File: src/hw/simple_pkg.sv
package simple_pkg;

   localparam int word_w = 16;
   localparam int reg_n  = 8;
   localparam int reg_aw = $clog2(reg_n);
   localparam int pend_w = 3;    // Scoreboard counter width

   localparam logic [1:0] OP_LD  = 2'd0;
   localparam logic [1:0] OP_ST  = 2'd1;
   localparam logic [1:0] OP_IMM = 2'd2;
   localparam logic [1:0] OP_ALU = 2'd3;

   localparam logic [3:0] ALU_ADD = 4'd0;
   localparam logic [3:0] ALU_SUB = 4'd1;
   localparam logic [3:0] ALU_AND = 4'd2;
   localparam logic [3:0] ALU_OR  = 4'd3;
   localparam logic [3:0] ALU_XOR = 4'd4;
   localparam logic [3:0] ALU_CMP = 4'd5;
   localparam logic [3:0] ALU_MOV = 4'd6;
   localparam logic [3:0] ALU_SLL = 4'd8;
   localparam logic [3:0] ALU_SLR = 4'd9;     // Rotate left
   localparam logic [3:0] ALU_SRL = 4'd10;
   localparam logic [3:0] ALU_SRA = 4'd11;
   localparam logic [3:0] ALU_IN  = 4'd12;
   localparam logic [3:0] ALU_OUT = 4'd13;
   localparam logic [3:0] ALU_HLT = 4'd15;
   localparam logic [3:0] ALU_ADR = 4'd15;    // Shares the halt code

   localparam logic [1:0] SRCA_REG  = 2'd0;   // rb
   localparam logic [1:0] SRCA_PC   = 2'd1;
   localparam logic [1:0] SRCA_ZERO = 2'd2;

   localparam logic [1:0] SRCB_REG   = 2'd0;  // ra
   localparam logic [1:0] SRCB_SHAMT = 2'd1;
   localparam logic [1:0] SRCB_IMM   = 2'd2;
   localparam logic [1:0] SRCB_IN    = 2'd3;

   localparam logic [1:0] WD_ALU  = 2'd0;
   localparam logic [1:0] WD_MEM  = 2'd1;
   localparam logic [1:0] WD_LINK = 2'd2;
   localparam logic [1:0] WD_IMM  = 2'd3;

   localparam logic [2:0] JMP_NONE   = 3'd0;
   localparam logic [2:0] JMP_ALWAYS = 3'd1;
   localparam logic [2:0] JMP_BE     = 3'd2;
   localparam logic [2:0] JMP_BLT    = 3'd3;
   localparam logic [2:0] JMP_BLE    = 3'd4;
   localparam logic [2:0] JMP_BNE    = 3'd5;

endpackage

File: src/hw/ctrl_if.sv
interface ctrl_if;

   logic                            is_halt, mem_write, from_mem;
   logic                            regwrite, regwrite_adr, out_en;
   logic [1:0]                      src_a, src_b;
   logic [3:0]                      alu_op;
   logic [1:0]                      wd_sel;
   logic [2:0]                      jump;
   logic [simple_pkg::reg_aw-1:0]   ra, rb;
   logic [simple_pkg::word_w-1:0]   imm, pc;
   logic [simple_pkg::word_w-1:0]   ra_val, rb_val;
   logic                            valid;

   modport dec (output is_halt, mem_write, from_mem, regwrite, regwrite_adr, out_en,
                output src_a, src_b, alu_op, wd_sel, jump, ra, rb);

   modport rd (input ra, rb, output ra_val, rb_val);

   modport ex (input is_halt, mem_write, from_mem, regwrite, regwrite_adr, out_en,
               input src_a, src_b, alu_op, wd_sel, jump, ra, rb,
               input imm, pc, ra_val, rb_val, valid);

endinterface

File: src/hw/controller.sv
module controller (
   input  logic                           flushed,
   input  logic [simple_pkg::word_w-1:0]  inst_id,
   ctrl_if.dec                            dec,
   output logic                           use_ra,
   output logic                           use_rb
);

   logic [1:0] op;
   logic [3:0] ty;

   assign op     = inst_id[15:14];
   assign dec.ra = inst_id[13:11];
   assign dec.rb = inst_id[10:8];
   assign ty     = inst_id[7:4];

   always_comb begin
      dec.jump         = simple_pkg::JMP_NONE;
      dec.is_halt      = 1'b0;
      dec.mem_write    = 1'b0;
      dec.from_mem     = 1'b0;
      dec.regwrite     = 1'b0;
      dec.regwrite_adr = 1'b0;     // Destination rb unless set
      dec.out_en       = 1'b0;
      dec.src_a        = simple_pkg::SRCA_REG;
      dec.src_b        = simple_pkg::SRCB_REG;
      dec.alu_op       = simple_pkg::ALU_ADR;
      dec.wd_sel       = simple_pkg::WD_ALU;
      use_ra           = 1'b0;
      use_rb           = 1'b0;

      if (!flushed) begin
         case (op)
            simple_pkg::OP_LD: begin
               use_rb           = 1'b1;
               dec.regwrite     = 1'b1;
               dec.regwrite_adr = 1'b1;
               dec.from_mem     = 1'b1;
               dec.src_b        = simple_pkg::SRCB_IMM;
            end
            simple_pkg::OP_ST: begin
               use_ra        = 1'b1;
               use_rb        = 1'b1;
               dec.mem_write = 1'b1;
               dec.src_b     = simple_pkg::SRCB_IMM;
            end
            simple_pkg::OP_IMM: begin
               dec.src_b = simple_pkg::SRCB_IMM;
               case (dec.ra)
                  3'd0: begin                  // LI
                     dec.regwrite = 1'b1;
                     dec.wd_sel   = simple_pkg::WD_IMM;
                  end
                  3'd1: begin                  // ADDI
                     use_rb       = 1'b1;
                     dec.regwrite = 1'b1;
                     dec.alu_op   = simple_pkg::ALU_ADD;
                  end
                  3'd2: begin                  // CMPI
                     use_rb     = 1'b1;
                     dec.alu_op = simple_pkg::ALU_CMP;
                  end
                  3'd4: begin                  // B
                     dec.jump  = simple_pkg::JMP_ALWAYS;
                     dec.src_a = simple_pkg::SRCA_PC;
                  end
                  3'd5: begin                  // BAL, link into rb
                     dec.jump     = simple_pkg::JMP_ALWAYS;
                     dec.src_a    = simple_pkg::SRCA_PC;
                     dec.regwrite = 1'b1;
                     dec.wd_sel   = simple_pkg::WD_LINK;
                  end
                  3'd6: begin                  // BR
                     use_rb   = 1'b1;
                     dec.jump = simple_pkg::JMP_ALWAYS;
                  end
                  3'd7: begin
                     dec.src_a = simple_pkg::SRCA_PC;
                     case (dec.rb)
                        3'd0:    dec.jump = simple_pkg::JMP_BE;
                        3'd1:    dec.jump = simple_pkg::JMP_BLT;
                        3'd2:    dec.jump = simple_pkg::JMP_BLE;
                        3'd3:    dec.jump = simple_pkg::JMP_BNE;
                        default: dec.jump = simple_pkg::JMP_ALWAYS;
                     endcase
                  end
                  default: ;
               endcase
            end
            simple_pkg::OP_ALU: begin
               dec.alu_op = ty;
               case (ty)
                  simple_pkg::ALU_ADD, simple_pkg::ALU_SUB, simple_pkg::ALU_AND,
                  simple_pkg::ALU_OR, simple_pkg::ALU_XOR: begin
                     use_ra       = 1'b1;
                     use_rb       = 1'b1;
                     dec.regwrite = 1'b1;
                  end
                  simple_pkg::ALU_CMP: begin
                     use_ra = 1'b1;
                     use_rb = 1'b1;
                  end
                  simple_pkg::ALU_MOV: begin
                     use_ra       = 1'b1;
                     dec.regwrite = 1'b1;
                     dec.src_a    = simple_pkg::SRCA_ZERO;
                  end
                  simple_pkg::ALU_SLL, simple_pkg::ALU_SLR,
                  simple_pkg::ALU_SRL, simple_pkg::ALU_SRA: begin
                     use_rb       = 1'b1;
                     dec.regwrite = 1'b1;
                     dec.src_b    = simple_pkg::SRCB_SHAMT;
                  end
                  simple_pkg::ALU_IN: begin
                     dec.regwrite = 1'b1;
                     dec.src_a    = simple_pkg::SRCA_ZERO;
                     dec.src_b    = simple_pkg::SRCB_IN;
                  end
                  simple_pkg::ALU_OUT: begin
                     use_ra     = 1'b1;
                     dec.out_en = 1'b1;
                  end
                  simple_pkg::ALU_HLT: dec.is_halt = 1'b1;
                  default: ;
               endcase
            end
         endcase
      end
   end

endmodule

File: src/hw/hazard_unit.sv
module hazard_unit (
   input  logic                          clk,
   input  logic                          rst_n,
   input  logic                          use_ra,
   input  logic                          use_rb,
   input  logic [simple_pkg::reg_aw-1:0] ra,
   input  logic [simple_pkg::reg_aw-1:0] rb,
   input  logic                          issue,
   input  logic [simple_pkg::reg_aw-1:0] issue_dst,
   input  logic                          wb_en,
   input  logic [simple_pkg::reg_aw-1:0] wb_dst,
   output logic                          stall
);

   logic [simple_pkg::pend_w-1:0] pend [simple_pkg::reg_n];
   logic [simple_pkg::reg_n-1:0]  inc_v, dec_v;

   always_comb begin
      inc_v            = '0;
      dec_v            = '0;
      inc_v[issue_dst] = issue;
      dec_v[wb_dst]    = wb_en;
   end

   // Issue and write-back on the same register cancel out
   always_ff @(posedge clk or negedge rst_n) begin
      if (!rst_n) begin
         for (int i = 0; i < simple_pkg::reg_n; i++) begin
            pend[i] <= '0;
         end
      end else begin
         for (int i = 0; i < simple_pkg::reg_n; i++) begin
            if (inc_v[i] && !dec_v[i]) begin
               pend[i] <= pend[i] + 1'b1;
            end else if (dec_v[i] && !inc_v[i]) begin
               pend[i] <= pend[i] - 1'b1;
            end
         end
      end
   end

   assign stall = (use_ra && pend[ra] != '0) || (use_rb && pend[rb] != '0);

endmodule

File: src/hw/reg_file.sv
module reg_file (
   input  logic                          clk,
   input  logic                          rst_n,
   ctrl_if.rd                            rd,
   input  logic                          we,
   input  logic [simple_pkg::reg_aw-1:0] wa,
   input  logic [simple_pkg::word_w-1:0] wd
);

   logic [simple_pkg::word_w-1:0] regs [simple_pkg::reg_n];

   always_ff @(posedge clk or negedge rst_n) begin
      if (!rst_n) begin
         for (int i = 0; i < simple_pkg::reg_n; i++) begin
            regs[i] <= '0;
         end
      end else if (we) begin
         regs[wa] <= wd;
      end
   end

   assign rd.ra_val = regs[rd.ra];   // Combinational read ports
   assign rd.rb_val = regs[rd.rb];

endmodule

File: src/hw/alu.sv
module alu (
   input  logic [3:0]                    op,
   input  logic [simple_pkg::word_w-1:0] a,
   input  logic [simple_pkg::word_w-1:0] b,
   output logic [simple_pkg::word_w-1:0] y,
   output logic                          s,
   output logic                          z,
   output logic                          c,
   output logic                          v,
   output logic                          flag_we
);

   logic [simple_pkg::word_w:0] sum;
   logic [3:0]                  sh;

   assign sh = b[3:0];

   always_comb begin
      sum = '0;
      y   = '0;
      c   = 1'b0;
      v   = 1'b0;
      case (op)
         simple_pkg::ALU_ADD, simple_pkg::ALU_ADR: begin
            sum = {1'b0, a} + {1'b0, b};
            y   = sum[simple_pkg::word_w-1:0];
            c   = sum[simple_pkg::word_w];
            v   = ~(a[15] ^ b[15]) & (a[15] ^ y[15]);
         end
         simple_pkg::ALU_SUB, simple_pkg::ALU_CMP: begin
            sum = {1'b0, a} + {1'b0, ~b} + 1'b1;
            y   = sum[simple_pkg::word_w-1:0];
            c   = sum[simple_pkg::word_w];      // Carry means no borrow
            v   = (a[15] ^ b[15]) & (a[15] ^ y[15]);
         end
         simple_pkg::ALU_AND: y = a & b;
         simple_pkg::ALU_OR:  y = a | b;
         simple_pkg::ALU_XOR: y = a ^ b;
         simple_pkg::ALU_MOV, simple_pkg::ALU_IN: y = b;
         simple_pkg::ALU_SLL: {c, y} = {1'b0, a} << sh;    // Last bit out in c
         simple_pkg::ALU_SLR: y = (a << sh) | (a >> (5'd16 - sh));
         simple_pkg::ALU_SRL: {y, c} = {a, 1'b0} >> sh;
         simple_pkg::ALU_SRA: {y, c} = $signed({a, 1'b0}) >>> sh;
         default: ;
      endcase
   end

   assign s = y[simple_pkg::word_w-1];
   assign z = (y == '0);

   always_comb begin
      flag_we = (op <= simple_pkg::ALU_CMP) ||
                (op >= simple_pkg::ALU_SLL && op <= simple_pkg::ALU_SRA);
   end

endmodule

File: src/hw/branch_unit.sv
module branch_unit (
   input  logic [2:0] jump,
   input  logic       s,
   input  logic       z,
   input  logic       v,
   output logic       taken
);

   always_comb begin
      case (jump)
         simple_pkg::JMP_ALWAYS: taken = 1'b1;
         simple_pkg::JMP_BE:     taken = z;
         simple_pkg::JMP_BLT:    taken = s ^ v;     // Signed less than
         simple_pkg::JMP_BLE:    taken = z | (s ^ v);
         simple_pkg::JMP_BNE:    taken = ~z;
         default:                taken = 1'b0;      // JMP_NONE
      endcase
   end

endmodule

File: src/hw/ex_stage.sv
module ex_stage (
   input  logic                          clk,
   input  logic                          rst_n,
   ctrl_if.ex                            ex,
   input  logic [simple_pkg::word_w-1:0] in_data,
   output logic [simple_pkg::word_w-1:0] dmem_addr,
   output logic [simple_pkg::word_w-1:0] dmem_wdata,
   output logic                          dmem_we,
   input  logic [simple_pkg::word_w-1:0] dmem_rdata,
   output logic [simple_pkg::word_w-1:0] out_data,
   output logic                          out_valid,
   output logic                          wb_en,
   output logic [simple_pkg::reg_aw-1:0] wb_dst,
   output logic [simple_pkg::word_w-1:0] wb_data,
   output logic                          taken,
   output logic [simple_pkg::word_w-1:0] target,
   output logic                          halt
);

   logic                          valid_q, is_halt_q, mem_write_q, from_mem_q;
   logic                          regwrite_q, regwrite_adr_q, out_en_q;
   logic [1:0]                    src_a_q, src_b_q, wd_sel_q, wd_sel_e;
   logic [3:0]                    alu_op_q;
   logic [2:0]                    jump_q;
   logic [simple_pkg::reg_aw-1:0] ra_q, rb_q;
   logic [simple_pkg::word_w-1:0] imm_q, pc_q, ra_val_q, rb_val_q;
   logic [simple_pkg::word_w-1:0] op_a, op_b, alu_y;
   logic                          a_s, a_z, a_v, flag_we, br_taken;
   logic [2:0]                    flags_q;   // s z v

   always_ff @(posedge clk or negedge rst_n) begin
      if (!rst_n) begin
         valid_q <= 1'b0;
         flags_q <= '0;
      end else begin
         valid_q <= ex.valid;
         if (valid_q && flag_we) begin
            flags_q <= {a_s, a_z, a_v};
         end
      end
   end

   always_ff @(posedge clk) begin
      is_halt_q      <= ex.is_halt;
      mem_write_q    <= ex.mem_write;
      from_mem_q     <= ex.from_mem;
      regwrite_q     <= ex.regwrite;
      regwrite_adr_q <= ex.regwrite_adr;
      out_en_q       <= ex.out_en;
      src_a_q        <= ex.src_a;
      src_b_q        <= ex.src_b;
      alu_op_q       <= ex.alu_op;
      wd_sel_q       <= ex.wd_sel;
      jump_q         <= ex.jump;
      ra_q           <= ex.ra;
      rb_q           <= ex.rb;
      imm_q          <= ex.imm;
      pc_q           <= ex.pc;
      ra_val_q       <= ex.ra_val;
      rb_val_q       <= ex.rb_val;
   end

   always_comb begin
      case (src_a_q)
         simple_pkg::SRCA_REG: op_a = rb_val_q;
         simple_pkg::SRCA_PC:  op_a = pc_q;
         default:              op_a = '0;
      endcase
      op_b = imm_q;
      case (src_b_q)
         simple_pkg::SRCB_REG:   op_b = ra_val_q;
         simple_pkg::SRCB_SHAMT: op_b = {{(simple_pkg::word_w-4){1'b0}}, imm_q[3:0]};
         simple_pkg::SRCB_IMM:   op_b = imm_q;
         simple_pkg::SRCB_IN:    op_b = in_data;
      endcase
   end

   alu u_alu (
      .op      (alu_op_q),
      .a       (op_a),
      .b       (op_b),
      .y       (alu_y),
      .s       (a_s),
      .z       (a_z),
      .c       (),
      .v       (a_v),
      .flag_we (flag_we)
   );

   branch_unit u_branch (
      .jump  (jump_q),
      .s     (flags_q[2]),
      .z     (flags_q[1]),
      .v     (flags_q[0]),
      .taken (br_taken)
   );

   assign wd_sel_e = from_mem_q ? simple_pkg::WD_MEM : wd_sel_q;

   always_comb begin
      case (wd_sel_e)
         simple_pkg::WD_MEM:  wb_data = dmem_rdata;
         simple_pkg::WD_LINK: wb_data = pc_q + 1'b1;
         simple_pkg::WD_IMM:  wb_data = imm_q;
         default:             wb_data = alu_y;
      endcase
   end

   assign dmem_addr  = alu_y;
   assign dmem_wdata = ra_val_q;
   assign dmem_we    = valid_q & mem_write_q;
   assign out_data   = ra_val_q;
   assign out_valid  = valid_q & out_en_q;
   assign wb_en      = valid_q & regwrite_q;
   assign wb_dst     = regwrite_adr_q ? ra_q : rb_q;
   assign taken      = valid_q & br_taken;
   assign target     = alu_y;                   // pc or rb plus offset
   assign halt       = valid_q & is_halt_q;

endmodule

File: src/hw/simple_core.sv
module simple_core (
   input  logic                          clk,
   input  logic                          rst_n,
   output logic [simple_pkg::word_w-1:0] imem_addr,
   input  logic [simple_pkg::word_w-1:0] imem_data,
   output logic [simple_pkg::word_w-1:0] dmem_addr,
   output logic [simple_pkg::word_w-1:0] dmem_wdata,
   output logic                          dmem_we,
   input  logic [simple_pkg::word_w-1:0] dmem_rdata,
   input  logic [simple_pkg::word_w-1:0] in_data,
   output logic [simple_pkg::word_w-1:0] out_data,
   output logic                          out_valid,
   output logic                          halted
);

   logic [simple_pkg::word_w-1:0] pc, id_inst, id_pc, target, wb_data;
   logic                          id_valid, flushed, stall, use_ra, use_rb;
   logic                          taken, halt, wb_en, fetch;
   logic [simple_pkg::reg_aw-1:0] wb_dst;

   ctrl_if cif ();

   assign imem_addr = pc;
   assign flushed   = ~id_valid | taken | halt | halted;
   assign fetch     = ~(halt | halted | taken | stall);
   assign cif.pc    = id_pc;
   assign cif.imm   = {{(simple_pkg::word_w-8){id_inst[7]}}, id_inst[7:0]};
   assign cif.valid = ~flushed & ~stall;        // Bubble on stall or flush

   always_ff @(posedge clk or negedge rst_n) begin
      if (!rst_n) begin
         pc       <= '0;
         id_valid <= 1'b0;
         halted   <= 1'b0;
      end else if (halt || halted) begin
         halted   <= 1'b1;                      // Fetch frozen for good
         id_valid <= 1'b0;
      end else if (taken) begin
         pc       <= target;
         id_valid <= 1'b0;
      end else if (!stall) begin
         pc       <= pc + 1'b1;
         id_valid <= 1'b1;
      end
   end

   always_ff @(posedge clk) begin
      if (fetch) begin
         id_inst <= imem_data;
         id_pc   <= pc;
      end
   end

   controller u_ctrl (
      .flushed (flushed),
      .inst_id (id_inst),
      .dec     (cif.dec),
      .use_ra  (use_ra),
      .use_rb  (use_rb)
   );

   hazard_unit u_hazard (
      .clk       (clk),
      .rst_n     (rst_n),
      .use_ra    (use_ra),
      .use_rb    (use_rb),
      .ra        (cif.ra),
      .rb        (cif.rb),
      .issue     (cif.valid & cif.regwrite),
      .issue_dst (cif.regwrite_adr ? cif.ra : cif.rb),
      .wb_en     (wb_en),
      .wb_dst    (wb_dst),
      .stall     (stall)
   );

   reg_file u_rf (
      .clk   (clk),
      .rst_n (rst_n),
      .rd    (cif.rd),
      .we    (wb_en),
      .wa    (wb_dst),
      .wd    (wb_data)
   );

   ex_stage u_ex (
      .clk        (clk),
      .rst_n      (rst_n),
      .ex         (cif.ex),
      .in_data    (in_data),
      .dmem_addr  (dmem_addr),
      .dmem_wdata (dmem_wdata),
      .dmem_we    (dmem_we),
      .dmem_rdata (dmem_rdata),
      .out_data   (out_data),
      .out_valid  (out_valid),
      .wb_en      (wb_en),
      .wb_dst     (wb_dst),
      .wb_data    (wb_data),
      .taken      (taken),
      .target     (target),
      .halt       (halt)
   );

endmodule

File: config.mk
export PLATFORM = sky130hd
export DESIGN_NAME = simple_core
export DESIGN_NICKNAME = d
export VERILOG_FILES = /design/src/hw/simple_pkg.sv /design/src/hw/ctrl_if.sv /design/src/hw/controller.sv /design/src/hw/hazard_unit.sv /design/src/hw/reg_file.sv /design/src/hw/alu.sv /design/src/hw/branch_unit.sv /design/src/hw/ex_stage.sv /design/src/hw/simple_core.sv
export SDC_FILE = /design/constraint.sdc
export NUM_CORES = 1
export LEC_CHECK = 0
export BUFFER_PORTS_ARGS = -buffer_cell sky130_fd_sc_hd__buf_2
export CAP_MARGIN = 10
export CELL_PAD_IN_SITES_DETAIL_PLACEMENT = 0
export CELL_PAD_IN_SITES_GLOBAL_PLACEMENT = 2
export CORE_MARGIN = 5
export CORE_UTILIZATION = 38
export DETAILED_ROUTE_END_ITERATION = 8
export PLACE_DENSITY_LB_ADDON = 0.1
export SYNTH_ARGS = -nofsm -noshare
export SYNTH_HDL_FRONTEND = slang
export SYNTH_HIERARCHICAL = 1
export SYNTH_SLANG_ARGS = --single-unit
File: constraint.sdc
create_clock -name clk -period 6.6 [get_ports clk]
set_input_delay 0.66 -clock clk [delete_from_list [all_inputs] [get_ports clk]]
set_output_delay 0.66 -clock clk [all_outputs]
set_load 0.01 [all_outputs]
==> reports/qor.csv <==
stage,metric,value,unit
grt,grt.overflow.total,0,
setup_path,regToRegSetupSlack,1.10,ns
timing,skew,0.0178,ns
routing,first_iter_violations,1327,
layout,fillers,4968,
cts,cts_max_path_buffers,3,
hold_path,hp-class,input port to asynchronous set/reset pin,
layout,multiInputGateArea,11400,sq um
layout,num_antenna_cells,0,
cts,cts-buffers-inserted,34,
cts,cts_resized,0,
setup_path,arrival,5.15,ns
grt,antenna_found_initial,0,
floorplan,start_util,38.3,%
cts,cts_sinks,295,
timing,setup_viol,0,
routing,num_vias,15300,
setup_path,start_kind,register,
floorplan,rows,83,
timing,finalMaxSlewViolations,0,
grt,grt_pass1_wl,105,mm
cts,clkLatencyLatePin,0.54,ns
setup_path,startpoint,u_ex/src_b_q[1],
setup_path,rr_startpoint,u_ex/src_b_q[1],
routing,vias_per_cell,5.93,
status,outcome,"complete, no violations",
floorplan,die_width,237,um
layout,area_delta_synth_final,11.6,%
cts,htree_levels,2,
timing,period_needed,5.81,ns
placed_design,hpwl,52.5,mm
timing,tns,0,ns
cts,post_cts_buffers,0,
timing,max_slew_margin,26.8,%
placed_design,place_congestion,0.933,
routing,postRouteAntennaNets,0,
logic_synthesis,yosysWarnings,6,
logic_synthesis,avgSynthCellArea,10.8,sq um
cts,postCtsHoldBufs,0,
grt,grt_pass1_vias,15300,
grt,grt.total_usage,24.6,%
layout,layout-drive-gt1-share,26.7,%
routing,dr.pass1.iters,6,
routing,wirelength,71.7,mm
timing,period_share,88.0,%
setup_path,crit_fanout,19,
routing,wl_per_cell,27.7,um
timing,tightestPinTransition,1.07,ns
cts,cts_tree,yes,
timing,max_freq,0.172,GHz
job,cap_violations,0,
setup_path,reg2reg_depth,16,
grt,grt_max_degree,89,
floorplan,ioPinCount,117,
floorplan,core_area,51300,sq um
setup_path,end_kind,output port,
logic_synthesis,synth_nets,1940,
routing,drc,0,
floorplan,die_area,56400,sq um
floorplan,die_h,237,um
logic_synthesis,syn_inst,1819,
layout,ff_latch_area,7100,sq um
layout,nets,2001,
timing,rsz0062_at_grt,no,
logic_synthesis,syn_area,19600,sq um
cts,cts-root-buf,clkbuf_16,
setup_path,worstPathRequired,5.94,ns
setup_path,r2r_end,u_ex/flags_q[1],
timing,hold_viol,0,
cts,clk_pin_slew_worst_paths,0.06,ns
setup_path,crit_path_end,dmem_addr[10],
placed_design,io_buffer_count,116,
setup_path,criticalPathCategory,register to output port,
## cell type report
class	instances	share of cell area, %
clock inverter	18	0.970
multi-input combinational	1296	52.2
sequential	295	32.4
tap	680	3.88
clock buffer	44	4.48
timing repair buffer	179	4.84
inverter	74	1.27
## worst min path at each step
stage,to,slack (ns),cells after the start
floorplan,u_ex/imm_q[0],0.32,0
global placement,u_ex/imm_q[1],0.33,0
detailed placement,u_ex/pc_q[12],0.33,0
CTS,u_rf/regs[26],0.20,1
global route,u_rf/regs[26],0.24,1
finish,u_rf/regs[71],0.20,1
## stage by stage
stage               instances  util (%)  hold WS [ns]  area (sq um)  setup slack, ns
finish                   2586      42.7         0.200         21900            0.793
global route             2586      42.7         0.242         21900            0.412
CTS                      2586      42.7         0.202         21900            0.832
detailed placement       2524      40.4         0.329         20700             1.11
global placement         2524      40.4         0.330         20700             1.10
floorplan                1819         -         0.323         19600             1.19
## state kept, by name, summed over array words and instances (netlist names), 2 cells and up
register / flops
cif.pc: 16
id_inst: 16
imem_addr: 16
u_ex/alu_op_q: 4
u_ex/dmem_wdata: 16
u_ex/flags_q: 3
u_ex/imm_q: 16
u_ex/jump_q: 3
u_ex/pc_q: 16
u_ex/ra_q: 3
u_ex/rb_q: 3
u_ex/rb_val_q: 16
u_ex/src_a_q: 2
u_ex/src_b_q: 2
u_ex/wd_sel_q: 2
u_hazard/pend: 24
u_rf/regs: 128
## critical path, stage by stage, from the launching register on
cell	delay [ns]
dfxtp_1	0.48
buf_4	0.35
and2_1	0.39
nand2_1	0.15
o21ai_0	0.26
inv_1	0.15
ha_1	0.54
nor2_1	0.13
a221oi_1	0.55
a311oi_1	0.29
or3_1	0.41
a32o_1	0.29
nand4b_1	0.23
buf_4	0.23
buf_2	0.15
## routing by layer
metal / vias up / GRT usage (%) / wire [um]
li1: 6956 / - / -
met3: 115 / 3.02 / 3410
met5: - / 0 / 0
met2: 494 / 40.8 / 34100
met1: 7777 / 33.6 / 31400
met4: 0 / 8.64 / 2770
## cells in the final DEF, fill, tap and decap left out, types with 12 or more instances in the layout
cell type,instances
nor2_1,119
nor3_1,43
inv_1,70
xor2_1,20
o211ai_1,18
a211oi_1,13
o21ai_0,77
a2bb2oi_1,13
nand3_1,33
ha_1,61
buf_4,63
mux2_2,196
nand2_1,117
xnor2_1,31
a21oi_1,58
nand4_1,13
dfxtp_1,89
a22oi_1,23
o22ai_1,15
mux4_1,57
mux4_2,22
edfxtp_1,32
mux2i_1,83
a31oi_1,12
buf_2,115
and2_1,13
clkbuf_16,36
nor2b_1,23
dfrtp_1,174
o221ai_1,14
Power is not shown: default switching activity piles up to over one toggle a cycle in this logic, so the estimate is an artifact.
